--- config.mk ---
export PLATFORM = sky130hd
export DESIGN_NAME = neurram_ctrl_top
export DESIGN_NICKNAME = d
export VERILOG_FILES = /design/src/hw/neurram_pkg.sv /design/src/hw/neurram_cfg_if.sv /design/src/hw/array_mode_decoder.sv /design/src/hw/host_reg_bank.sv /design/src/hw/neurram_ctrl_top.sv /design/src/hw/trigger_pulser.sv
export SDC_FILE = /design/constraint.sdc
export NUM_CORES = 1
export LEC_CHECK = 0
export BUFFER_PORTS_ARGS = -buffer_cell sky130_fd_sc_hd__buf_2
export CAP_MARGIN = 20
export CORE_MARGIN = 3
export CORE_UTILIZATION = 52
export DETAILED_ROUTE_END_ITERATION = 10
export PLACE_DENSITY = 0.8
export SKIP_LAST_GASP = 1
export SLEW_MARGIN = 5
export SYNTH_ARGS = -nofsm -noshare
export SYNTH_HDL_FRONTEND = slang
export SYNTH_SLANG_ARGS = --single-unit
--- constraint.sdc ---
create_clock -name sys_clk -period 2.4 [get_ports sys_clk]
set_input_delay 0.36 -clock sys_clk [delete_from_list [all_inputs] [get_ports sys_clk]]
set_output_delay 0.36 -clock sys_clk [all_outputs]
set_load 0.1 [all_outputs]
--- src/hw/neurram_pkg.sv ---
// Host control fabric package for the resistive-memory compute test chip.
// Holds the endpoint address map, register field positions, word types
// and the decoded array mode encoding.

package neurram_pkg;

	typedef logic [7:0]  host_addr_t;
	typedef logic [31:0] word_t;
	typedef logic [15:0] trig_t;	// one bit per trigger line

	// ----------------------------------------------------------
	// endpoint address map
	// ----------------------------------------------------------
	typedef enum logic [7:0] {
		ADDR_REG_CTRL    = 8'h03,	// register clears
		ADDR_LOCAL       = 8'h04,	// local address, write-reg select
		ADDR_MODE        = 8'h05,
		ADDR_MISC        = 8'h06,
		ADDR_EXT         = 8'h08,	// external pin overrides
		ADDR_LFSR        = 8'h0A,
		ADDR_VUPDATE     = 8'h0B,
		ADDR_CORE_ADDR   = 8'h13,
		ADDR_CORE_EN     = 8'h14,
		ADDR_STATUS      = 8'h28,	// engine idle flags, read only
		ADDR_TRIG_SYS    = 8'h40,
		ADDR_TRIG_DAC    = 8'h41,
		ADDR_TRIG_SPI    = 8'h44,
		ADDR_TRIG_NEURON = 8'h45
	} reg_addr_e;

	typedef enum logic [2:0] {
		MODE_NONE,
		MODE_INFERENCE,
		MODE_IFAT,
		MODE_WUPDATE,
		MODE_LFSR
	} array_mode_e;

	// clock divider, 100 MHz base
	localparam int DIV_W          = 4;
	localparam int DIV_SPI_BIT    = 1;	// 25 MHz
	localparam int DIV_NEURON_BIT = 2;	// 12.5 MHz
	localparam int DIV_DAC_BIT    = 3;	// 6.25 MHz
	localparam int N_TRIG_DOM     = 4;	// sys, spi, neuron, dac

	// mode register
	localparam int MODE_INF_BIT  = 0;
	localparam int MODE_IFAT_BIT = 1;
	localparam int MODE_LFSR_BIT = 2;
	localparam int MODE_WUPD_BIT = 4;
	localparam int MODE_FWD_BIT  = 5;

	// external control register
	localparam int EXT_3N_OFF  = 0;
	localparam int EXT_3N_BL   = 1;
	localparam int EXT_3N_SL   = 2;
	localparam int EXT_1N      = 3;
	localparam int EXT_1N_BL   = 4;
	localparam int EXT_1N_SL   = 5;
	localparam int EXT_PRE_BL  = 6;
	localparam int EXT_PRE_SL  = 7;
	localparam int EXT_INF_BL  = 8;
	localparam int EXT_INF_SL  = 9;
	localparam int EXT_WL      = 10;
	localparam int EXT_PRE_OFF = 11;

	// single-bit fields of the remaining registers
	localparam int CTRL_CLR_HORZ_BIT = 0;
	localparam int CTRL_CLR_VERT_BIT = 1;
	localparam int MISC_WL_BIT       = 5;
	localparam int MISC_OTA_BIT      = 6;
	localparam int LFSR_SET_BIT      = 0;
	localparam int CADDR_DEC_H_BIT   = 6;
	localparam int CADDR_DEC_V_BIT   = 7;
	localparam int CEN_RST_BIT       = 0;
	localparam int CEN_CLK_BIT       = 1;
	localparam int CEN_IN_BIT        = 2;

endpackage

--- src/hw/neurram_cfg_if.sv ---
// Configuration bus between the register bank and the mode decoder.
// Carries the registered configuration words as they sit in the bank.

interface neurram_cfg_if;
	import neurram_pkg::*;

	word_t ctrl_w;		// register clears
	word_t local_w;		// [7:0] address, [9:8] write-reg select
	word_t mode_w;
	word_t misc_w;		// [6] ota enable, [5] reg-controlled wl
	word_t ext_w;
	word_t lfsr_w;		// [0] set
	word_t vupdate_w;	// [1:0]
	word_t core_addr_w;	// [2:0] horz, [5:3] vert, [7:6] decoder enables
	word_t core_en_w;	// [0] reset, [1] clk, [2] in

	modport bank (
		output ctrl_w, local_w, mode_w, misc_w, ext_w,
		output lfsr_w, vupdate_w, core_addr_w, core_en_w
	);

	modport decoder (
		input ctrl_w, local_w, mode_w, misc_w, ext_w,
		input lfsr_w, vupdate_w, core_addr_w, core_en_w
	);

endinterface

--- src/hw/array_mode_decoder.sv ---
// Array mode decoder.
// Purely combinational map of the mode, external, clear and core words
// onto the array's mode, precharge, inference and core pins.

module array_mode_decoder (
	neurram_cfg_if.decoder cfg,
	output logic [7:0]     addr_local_o,
	output logic [1:0]     select_write_reg_o,
	output logic           clear_horz_b_o,
	output logic           clear_vert_b_o,
	output logic           enable_ota_o,
	output logic           reg_controlled_wl_o,
	output logic           ext_1n_o,
	output logic           ext_1n_bl_sel_o,
	output logic           ext_1n_sl_sel_o,
	output logic           ext_3n_o,
	output logic           ext_3n_bl_sel_o,
	output logic           ext_3n_sl_sel_o,
	output logic           ext_inference_enable_bl_o,
	output logic           ext_inference_enable_sl_o,
	output logic           ext_precharge_bl_o,
	output logic           ext_precharge_sl_o,
	output logic           ext_turn_on_wl_o,
	output logic           turn_off_precharge_o,
	output logic           forward_o,
	output logic           inference_mode_o,
	output logic           ifat_mode_o,
	output logic           lfsr_mode_o,
	output logic           wupdate_mode_o,
	output logic           lfsrhorz_set_b_o,
	output logic [1:0]     vupdate_config_o,
	output logic [2:0]     addr_horz_o,
	output logic [2:0]     addr_vert_o,
	output logic           dec_enable_horz_o,
	output logic           dec_enable_vert_o,
	output logic           core_enable_clk_o,
	output logic           core_enable_in_o,
	output logic           core_enable_reset_b_o
);
	import neurram_pkg::*;

	logic        inf_bit;
	logic        ifat_bit;
	logic        lfsr_bit;
	logic        wupd_bit;
	logic [3:0]  mode_sel;
	array_mode_e mode_class;

	assign inf_bit  = cfg.mode_w[MODE_INF_BIT];
	assign ifat_bit = cfg.mode_w[MODE_IFAT_BIT];
	assign lfsr_bit = cfg.mode_w[MODE_LFSR_BIT];
	assign wupd_bit = cfg.mode_w[MODE_WUPD_BIT];
	assign mode_sel = {wupd_bit, lfsr_bit, ifat_bit, inf_bit};

	// ----------------------------------------------------------
	// mode classification
	// ----------------------------------------------------------
	always_comb begin
		if (lfsr_bit) begin
			mode_class = MODE_LFSR;	// lfsr wins any conflict
		end else begin
			case (mode_sel)
				4'b0001: mode_class = MODE_INFERENCE;
				4'b0010: mode_class = MODE_IFAT;
				4'b1000: mode_class = MODE_WUPDATE;
				default: mode_class = MODE_NONE;	// conflicts disable all
			endcase
		end
	end

	assign inference_mode_o = (mode_class == MODE_INFERENCE);
	assign ifat_mode_o      = (mode_class == MODE_IFAT);
	assign wupdate_mode_o   = (mode_class == MODE_WUPDATE);
	assign lfsr_mode_o      = lfsr_bit;
	assign forward_o        = cfg.mode_w[MODE_FWD_BIT];

	// ----------------------------------------------------------
	// derived array pins
	// ----------------------------------------------------------
	assign ext_3n_o = (inf_bit | ifat_bit | lfsr_bit) & ~cfg.ext_w[EXT_3N_OFF];

	assign ext_inference_enable_bl_o = cfg.ext_w[EXT_INF_BL] | inference_mode_o | ifat_mode_o;
	assign ext_inference_enable_sl_o = cfg.ext_w[EXT_INF_SL] | inference_mode_o | ifat_mode_o;

	// precharge follows the raw mode bits
	assign ext_precharge_bl_o = cfg.ext_w[EXT_PRE_BL] | ifat_bit | inf_bit;
	assign ext_precharge_sl_o = cfg.ext_w[EXT_PRE_SL] | ifat_bit | inf_bit;

	// active-low pins
	assign clear_horz_b_o        = ~cfg.ctrl_w[CTRL_CLR_HORZ_BIT];
	assign clear_vert_b_o        = ~cfg.ctrl_w[CTRL_CLR_VERT_BIT];
	assign lfsrhorz_set_b_o      = ~cfg.lfsr_w[LFSR_SET_BIT];
	assign core_enable_reset_b_o = ~cfg.core_en_w[CEN_RST_BIT];

	// straight slices
	assign addr_local_o         = cfg.local_w[7:0];
	assign select_write_reg_o   = cfg.local_w[9:8];
	assign enable_ota_o         = cfg.misc_w[MISC_OTA_BIT];
	assign reg_controlled_wl_o  = cfg.misc_w[MISC_WL_BIT];
	assign ext_1n_o             = cfg.ext_w[EXT_1N];
	assign ext_1n_bl_sel_o      = cfg.ext_w[EXT_1N_BL];
	assign ext_1n_sl_sel_o      = cfg.ext_w[EXT_1N_SL];
	assign ext_3n_bl_sel_o      = cfg.ext_w[EXT_3N_BL];
	assign ext_3n_sl_sel_o      = cfg.ext_w[EXT_3N_SL];
	assign ext_turn_on_wl_o     = cfg.ext_w[EXT_WL];
	assign turn_off_precharge_o = cfg.ext_w[EXT_PRE_OFF];
	assign vupdate_config_o     = cfg.vupdate_w[1:0];
	assign addr_horz_o          = cfg.core_addr_w[2:0];
	assign addr_vert_o          = cfg.core_addr_w[5:3];
	assign dec_enable_horz_o    = cfg.core_addr_w[CADDR_DEC_H_BIT];
	assign dec_enable_vert_o    = cfg.core_addr_w[CADDR_DEC_V_BIT];
	assign core_enable_clk_o    = cfg.core_en_w[CEN_CLK_BIT];
	assign core_enable_in_o     = cfg.core_en_w[CEN_IN_BIT];

endmodule

--- src/hw/host_reg_bank.sv ---
// Host configuration register bank.
// Nine writable words loaded from the host port, driven out on the
// configuration bus, plus a registered readback mux with the status word.

module host_reg_bank (
	input  logic                    sys_clk,
	input  logic                    arst_n_i,
	input  logic                    host_wr_i,
	input  neurram_pkg::host_addr_t host_addr_i,
	input  neurram_pkg::word_t      host_wdata_i,
	input  neurram_pkg::host_addr_t host_rd_addr_i,
	input  neurram_pkg::trig_t      status_i,
	output neurram_pkg::word_t      host_rdata_o,
	neurram_cfg_if.bank             cfg
);
	import neurram_pkg::*;

	word_t ctrl_q;
	word_t local_q;
	word_t mode_q;
	word_t misc_q;
	word_t ext_q;
	word_t lfsr_q;
	word_t vupdate_q;
	word_t core_addr_q;
	word_t core_en_q;

	word_t rd_mux;
	word_t rdata_q;

	// ----------------------------------------------------------
	// host writes
	// ----------------------------------------------------------
	always_ff @(posedge sys_clk or negedge arst_n_i) begin
		if (!arst_n_i) begin
			ctrl_q      <= '0;
			local_q     <= '0;
			mode_q      <= '0;
			misc_q      <= '0;
			ext_q       <= '0;
			lfsr_q      <= '0;
			vupdate_q   <= '0;
			core_addr_q <= '0;
			core_en_q   <= '0;
		end else if (host_wr_i) begin
			case (host_addr_i)
				ADDR_REG_CTRL:  ctrl_q      <= host_wdata_i;
				ADDR_LOCAL:     local_q     <= host_wdata_i;
				ADDR_MODE:      mode_q      <= host_wdata_i;
				ADDR_MISC:      misc_q      <= host_wdata_i;
				ADDR_EXT:       ext_q       <= host_wdata_i;
				ADDR_LFSR:      lfsr_q      <= host_wdata_i;
				ADDR_VUPDATE:   vupdate_q   <= host_wdata_i;
				ADDR_CORE_ADDR: core_addr_q <= host_wdata_i;
				ADDR_CORE_EN:   core_en_q   <= host_wdata_i;
				default: ;	// triggers and unmapped, nothing stored
			endcase
		end
	end

	// ----------------------------------------------------------
	// readback
	// ----------------------------------------------------------
	always_comb begin
		case (host_rd_addr_i)
			ADDR_REG_CTRL:  rd_mux = ctrl_q;
			ADDR_LOCAL:     rd_mux = local_q;
			ADDR_MODE:      rd_mux = mode_q;
			ADDR_MISC:      rd_mux = misc_q;
			ADDR_EXT:       rd_mux = ext_q;
			ADDR_LFSR:      rd_mux = lfsr_q;
			ADDR_VUPDATE:   rd_mux = vupdate_q;
			ADDR_CORE_ADDR: rd_mux = core_addr_q;
			ADDR_CORE_EN:   rd_mux = core_en_q;
			ADDR_STATUS:    rd_mux = word_t'(status_i);	// zero-extended
			default:        rd_mux = '0;
		endcase
	end

	always_ff @(posedge sys_clk or negedge arst_n_i) begin
		if (!arst_n_i) begin
			rdata_q <= '0;
		end else begin
			rdata_q <= rd_mux;
		end
	end

	assign host_rdata_o = rdata_q;

	// drive the decoder side
	assign cfg.ctrl_w      = ctrl_q;
	assign cfg.local_w     = local_q;
	assign cfg.mode_w      = mode_q;
	assign cfg.misc_w      = misc_q;
	assign cfg.ext_w       = ext_q;
	assign cfg.lfsr_w      = lfsr_q;
	assign cfg.vupdate_w   = vupdate_q;
	assign cfg.core_addr_w = core_addr_q;
	assign cfg.core_en_w   = core_en_q;

endmodule

--- src/hw/neurram_ctrl_top.sv ---
// Host control fabric top level.
// Register bank, trigger pulser and array mode decoder behind a simple
// host register port, all on sys_clk.

module neurram_ctrl_top (
	input  logic                    sys_clk,
	input  logic                    arst_n_i,
	// host port
	input  logic                    host_wr_i,
	input  neurram_pkg::host_addr_t host_addr_i,
	input  neurram_pkg::word_t      host_wdata_i,
	input  neurram_pkg::host_addr_t host_rd_addr_i,
	output neurram_pkg::word_t      host_rdata_o,
	input  neurram_pkg::trig_t      status_i,	// engine idle flags
	// trigger buses and divided clocks
	output neurram_pkg::trig_t      sys_trig_o,
	output neurram_pkg::trig_t      spi_trig_o,
	output neurram_pkg::trig_t      neuron_trig_o,
	output neurram_pkg::trig_t      dac_trig_o,
	output logic                    spi_clk_o,
	output logic                    neuron_clk_o,
	output logic                    dac_clk_o,
	// array pins
	output logic [7:0]              addr_local_o,
	output logic [1:0]              select_write_reg_o,
	output logic                    clear_horz_b_o,
	output logic                    clear_vert_b_o,
	output logic                    enable_ota_o,
	output logic                    reg_controlled_wl_o,
	output logic                    ext_1n_o,
	output logic                    ext_1n_bl_sel_o,
	output logic                    ext_1n_sl_sel_o,
	output logic                    ext_3n_o,
	output logic                    ext_3n_bl_sel_o,
	output logic                    ext_3n_sl_sel_o,
	output logic                    ext_inference_enable_bl_o,
	output logic                    ext_inference_enable_sl_o,
	output logic                    ext_precharge_bl_o,
	output logic                    ext_precharge_sl_o,
	output logic                    ext_turn_on_wl_o,
	output logic                    turn_off_precharge_o,
	output logic                    forward_o,
	output logic                    inference_mode_o,
	output logic                    ifat_mode_o,
	output logic                    lfsr_mode_o,
	output logic                    wupdate_mode_o,
	output logic                    lfsrhorz_set_b_o,
	output logic [1:0]              vupdate_config_o,
	// core select
	output logic [2:0]              addr_horz_o,
	output logic [2:0]              addr_vert_o,
	output logic                    dec_enable_horz_o,
	output logic                    dec_enable_vert_o,
	output logic                    core_enable_clk_o,
	output logic                    core_enable_in_o,
	output logic                    core_enable_reset_b_o
);

	neurram_cfg_if cfg_bus ();

	host_reg_bank u_reg_bank (
		.sys_clk        (sys_clk),
		.arst_n_i       (arst_n_i),
		.host_wr_i      (host_wr_i),
		.host_addr_i    (host_addr_i),
		.host_wdata_i   (host_wdata_i),
		.host_rd_addr_i (host_rd_addr_i),
		.status_i       (status_i),
		.host_rdata_o   (host_rdata_o),
		.cfg            (cfg_bus.bank)
	);

	trigger_pulser u_trig (
		.sys_clk       (sys_clk),
		.arst_n_i      (arst_n_i),
		.host_wr_i     (host_wr_i),
		.host_addr_i   (host_addr_i),
		.host_wdata_i  (host_wdata_i),
		.sys_trig_o    (sys_trig_o),
		.spi_trig_o    (spi_trig_o),
		.neuron_trig_o (neuron_trig_o),
		.dac_trig_o    (dac_trig_o),
		.spi_clk_o     (spi_clk_o),
		.neuron_clk_o  (neuron_clk_o),
		.dac_clk_o     (dac_clk_o)
	);

	// pin names match one to one
	array_mode_decoder u_decode (
		.cfg (cfg_bus.decoder),
		.*
	);

endmodule

--- src/hw/trigger_pulser.sv ---
// Trigger pulser.
// Free-running clock divider plus one pending trigger word per domain.
// Host writes arm bits, which are released as a one-cycle pulse on the
// next tick of their domain.

module trigger_pulser (
	input  logic                    sys_clk,
	input  logic                    arst_n_i,
	input  logic                    host_wr_i,
	input  neurram_pkg::host_addr_t host_addr_i,
	input  neurram_pkg::word_t      host_wdata_i,
	output neurram_pkg::trig_t      sys_trig_o,
	output neurram_pkg::trig_t      spi_trig_o,
	output neurram_pkg::trig_t      neuron_trig_o,
	output neurram_pkg::trig_t      dac_trig_o,
	output logic                    spi_clk_o,
	output logic                    neuron_clk_o,
	output logic                    dac_clk_o
);
	import neurram_pkg::*;

	// domain index order: 0 sys, 1 spi, 2 neuron, 3 dac
	logic [DIV_W-1:0]      div_q;
	logic [N_TRIG_DOM-1:0] tick;
	logic [N_TRIG_DOM-1:0] hit;
	trig_t                 arm;
	trig_t                 pend_q [N_TRIG_DOM];
	trig_t                 fire [N_TRIG_DOM];

	// ----------------------------------------------------------
	// clock divider
	// ----------------------------------------------------------
	always_ff @(posedge sys_clk or negedge arst_n_i) begin
		if (!arst_n_i) begin
			div_q <= '0;
		end else begin
			div_q <= div_q + DIV_W'(1);
		end
	end

	assign spi_clk_o    = div_q[DIV_SPI_BIT];
	assign neuron_clk_o = div_q[DIV_NEURON_BIT];
	assign dac_clk_o    = div_q[DIV_DAC_BIT];

	// tick when every divider bit up to the domain bit is set
	assign tick[0] = 1'b1;
	assign tick[1] = &div_q[DIV_SPI_BIT:0];
	assign tick[2] = &div_q[DIV_NEURON_BIT:0];
	assign tick[3] = &div_q[DIV_DAC_BIT:0];

	// ----------------------------------------------------------
	// capture and release
	// ----------------------------------------------------------
	assign arm    = host_wdata_i[$bits(trig_t)-1:0];
	assign hit[0] = host_wr_i && (host_addr_i == ADDR_TRIG_SYS);
	assign hit[1] = host_wr_i && (host_addr_i == ADDR_TRIG_SPI);
	assign hit[2] = host_wr_i && (host_addr_i == ADDR_TRIG_NEURON);
	assign hit[3] = host_wr_i && (host_addr_i == ADDR_TRIG_DAC);

	always_ff @(posedge sys_clk or negedge arst_n_i) begin
		if (!arst_n_i) begin
			for (int d = 0; d < N_TRIG_DOM; d++) begin
				pend_q[d] <= '0;
			end
		end else begin
			for (int d = 0; d < N_TRIG_DOM; d++) begin
				// released bits drop, a new write ORs in on top
				pend_q[d] <= (tick[d] ? '0 : pend_q[d]) | (hit[d] ? arm : '0);
			end
		end
	end

	always_comb begin
		for (int d = 0; d < N_TRIG_DOM; d++) begin
			fire[d] = tick[d] ? pend_q[d] : '0;
		end
	end

	assign sys_trig_o    = fire[0];
	assign spi_trig_o    = fire[1];
	assign neuron_trig_o = fire[2];
	assign dac_trig_o    = fire[3];

endmodule

==> impl_metrics.ini <==
[status]
run_status = complete, no violations

[place]
port_buffers = 210
gp_congestion = 0.845
dp.final_hpwl_um = 31100
numPlacedInstances = 1858

[timing]
setup_viol = 0
whs_ns = 0.0987
rsz0062_at_grt = yes
skew_ns = 0.0203
fmax_mhz = 423
min_period_ns = 2.36
tightest_slew_ns = 0.989
slew_headroom_pct = 33.9
fin_crit_sh_pct = 98.4
final_hold_viol_count = 0
slew_violations = 0

[synth]
ys_async_sr_fraction_pct = 100
yosysWarnings = 0
synth_top_area_share_pct = 56.6
syn-cell-area_um2 = 17200
synth_seq_area_share_pct = 56.6
synth_enable_flop_cells = 0
synth_flop_cell = dfrtp_1
syn_inst = 1293
yosys.area.top_type = dfrtp_1
synthSimpleGateAreaFrac_pct = 6.72
synth_cell_types = 60
ys_ff_latch = 388
synth_adder_area_share_pct = 0.146
avgSynthCellArea_um2 = 13.3
synth_top_family_by_area = multiplexers
synthMuxAreaShare_pct = 21.7
synth_nets = 1362
synth_compound_area_share_pct = 10.7
ys_top_cells_by_area = dfrtp_1 57%, mux2_2 20%, a22o_1 2.9%, a22oi_1 2.8%, and2_1 2.5%
synthXorXnorAreaFrac_pct = 0.0510

[floorplanning]
core_area_um2 = 32000
die_w_um = 188
io_pins = 211
die_height_um = 188
num_rows = 65
start_util_pct = 53.6
floorplan.die_area_um2 = 35200

[layout]
area_growth_pct = 20.0
drive_gt1_share_pct = 45.8
nNetsFinal = 1536
layoutNonFillerInstCount = 1934

[pwr]
leakage_nw = 10.3
peakVddDrop_mv = 0.607
power.density_nw_per_um2 = 709

[setup_path]
reg2reg_from = u_trig.div_q[0]$_DFF_PN0_
slowest_delay_ns = 0.40
end_kind = primary output
critPathSlowestCell = ha_2
crit_path_max_fanout = 17
cp_cell_sequence = ha_1 -> ha_2 -> and2_2 -> buf_12
reg2reg_to = u_trig.pend_q[18]$_DFF_PN0_
crit_required_ns = 2.04
crit_type = reg -> out
reg2regPathDepth = 4
critPathArrivalTime_ns = 2.00
start_kind = register
rrSetupSlack_ns = 0.63

[clock_network]
cts_root_buf = clkbuf_16
clkSinkCount = 388
numCtsBuffers = 41
clk_pin_slew_ns = 0.06
htree_num_levels = 2
postCtsSetupBuffers = 0
worstSkewPairLatency_ns = 0.54
cts_buffer_depth = 3
cts_tree = built

[detailed_routing]
wl_per_cell_um = 24.5
ant_nets = 0
dr_total_vias = 12007
avgViaCountPerCell = 6.21
drt_wl_total_um = 47400
drt_drc_violations_left = 0
dr.pass1.iters = 5
drt_first_iter_violations = 997

[grt]
grt_pass1_vias = 12567
grt_util_all_layers_pct = 26.6
grt_antenna_before_repair = 4
grt_max_degree = 68
grt_remaining_overflow = 0
grt_pass1_wl_um = 73800

[run]
maxCapViolations = 0

[worst_hold_path]
holdPathEnd = u_reg_bank.host_rdata_o[13]$_DFF_PN0_
hold_depth = 2
holdCritStartpoint = status_i[13]
worstHoldPathType = in -> reg
-- worst max-delay path by stage --
stage,from,endpoint,slack (ns),cells after the start
floorplan,u_reg_bank.cfg.mode_w[2]$_DFFE_PN0P_,ext_inference_enable_sl_o,-0.22,2
global placement,host_rd_addr_i[5],u_reg_bank.host_rdata_o[31]$_DFF_PN0_,0.14,6
detailed placement,host_rd_addr_i[3],u_reg_bank.host_rdata_o[2]$_DFF_PN0_,0.09,6
CTS,u_trig.div_q[0]$_DFF_PN0_,neuron_trig_o[4],0.03,4
global route,u_trig.div_q[0]$_DFF_PN0_,neuron_trig_o[10],-0.05,4
finish,u_trig.div_q[0]$_DFF_PN0_,neuron_trig_o[4],0.04,4
-- per-stage QoR --
stage | TNS, ns | utilization [%] | power, mW | worst slack (ns) | instance area [um^2]
after global routing | -0.639 | 64.3 | 15.1 | -0.0466 | 20600
final | 0 | 64.3 | 14.6 | 0.0377 | 20600
after CTS | 0 | 64.2 | 14.7 | 0.0326 | 20600
after floorplan | -0.442 | - | 7.83 | -0.222 | 17300
after detailed placement | 0 | 59.9 | 8.33 | 0.0876 | 19200
after global placement | 0 | 59.9 | 8.28 | 0.145 | 19200
-- metal layers --
layer  track usage [%]  vias up  part of all wire, %
met5                 0        -                 0.12
met4              9.03        8                  3.3
met3              5.12      118                  8.4
met2              45.1      589                   49
met1              34.4     6180                   39
li1                  -     5112                    -
-- power breakdown --
part           switching (mW)  internal, mW  total (mW)
Combinational           0.908         0.389        1.30
Clock                    2.57          3.81        6.39
Sequential              0.147          6.78        6.93
Total                    3.63          11.0        14.6
-- registers in the layout, indices dropped and copies added (netlist names) --
name / count
u_reg_bank.cfg.core_en_w: 32
u_reg_bank.cfg.ext_w: 32
u_reg_bank.cfg.vupdate_w: 32
u_reg_bank.cfg.lfsr_w: 32
u_reg_bank.cfg.local_w: 32
u_reg_bank.cfg.misc_w: 32
u_trig.pend_q: 48
u_reg_bank.cfg.core_addr_w: 32
u_reg_bank.cfg.mode_w: 32
u_trig.div_q: 4
u_reg_bank.cfg.ctrl_w: 32
u_trig.sys_trig_o: 16
u_reg_bank.host_rdata_o: 32
-- cells in the mapped netlist (3+ instances only) --
| cell type | instances |
|---|---|
| clkbuf_1 | 56 |
| nor3b_1 | 3 |
| a221oi_1 | 7 |
| a22o_1 | 57 |
| mux2_2 | 299 |
| dfrtp_1 | 388 |
| nand3_1 | 20 |
| and3_1 | 3 |
| buf_4 | 35 |
| a21oi_1 | 3 |
| and2_1 | 69 |
| o2bb2ai_1 | 14 |
| inv_1 | 8 |
| nor2_1 | 17 |
| nor3_1 | 7 |
| a211oi_1 | 6 |
| a211o_1 | 8 |
| nand2b_1 | 5 |
| mux2i_1 | 35 |
| nand2_1 | 24 |
| or3_1 | 9 |
| nor4b_1 | 4 |
| o22ai_1 | 19 |
| buf_2 | 32 |
| buf_1 | 11 |
| nand3b_1 | 3 |
| o211ai_1 | 4 |
| a221o_1 | 7 |
| o21ai_0 | 16 |
| o22a_1 | 7 |
| a22oi_1 | 64 |
| a32oi_1 | 10 |
| nor2b_1 | 9 |
-- layout make-up --
class                   count  area [um^2]
diodes                      2         5.00
clock buffers              59         1200
clock inverters            14          159
fillers                  2412        11400
inverters                   8         30.0
multi-input cells         762         6880
flip-flops and latches    388         9710
well taps                 435          544
repair buffers            266         2070
-- logic make-up after synthesis --
logic type	after synthesis
AOI/OAI and AO/OA	233
xor gates and xnor gates	1
adders and majority gates	2
buffers and inverters	143
DFF	388
muxes	334
and+or+nand+nor	192
-- layout by cell type, fill, tap and decap left out, types with 4 or more instances in the layout --
cell type / instances
dfrtp_1: 386
buf_4: 48
and2_2: 33
o21ai_0: 16
a32oi_1: 10
o22ai_1: 19
nand3_2: 4
a221oi_1: 7
or3_1: 7
o2bb2ai_1: 14
nand2b_1: 5
buf_2: 169
nor2b_1: 9
inv_1: 8
nor3_1: 7
a221o_1: 7
clkbuf_1: 8
o211ai_1: 4
buf_12: 39
a211o_1: 8
mux2i_1: 35
clkinv_2: 9
clkbuf_8: 9
clkbuf_16: 42
a211oi_1: 6
nor2_1: 17
a22o_1: 57
a22oi_1: 64
nand3_1: 16
clkbuf_4: 8
and2_1: 36
o22a_1: 7
nand2_1: 24
mux2_2: 299
-- critical path, delay by kind of cell, from the launching register on --
kind / cells / cell delay (ns)
fa+ha+maj: 2 / 0.67
flops: 1 / 0.38
simple gates: 1 / 0.25
buf+inv: 1 / 0.18
-- what timing repair did --
action / 4_1_cts / 5_1_grt
endpoints found under the hold margin: 56 / 0
hold buffers: 1 / 0
resized for setup: 2 / 8
endpoints found under the setup margin: 32 / 34
Power figures use the tool's default switching activity.
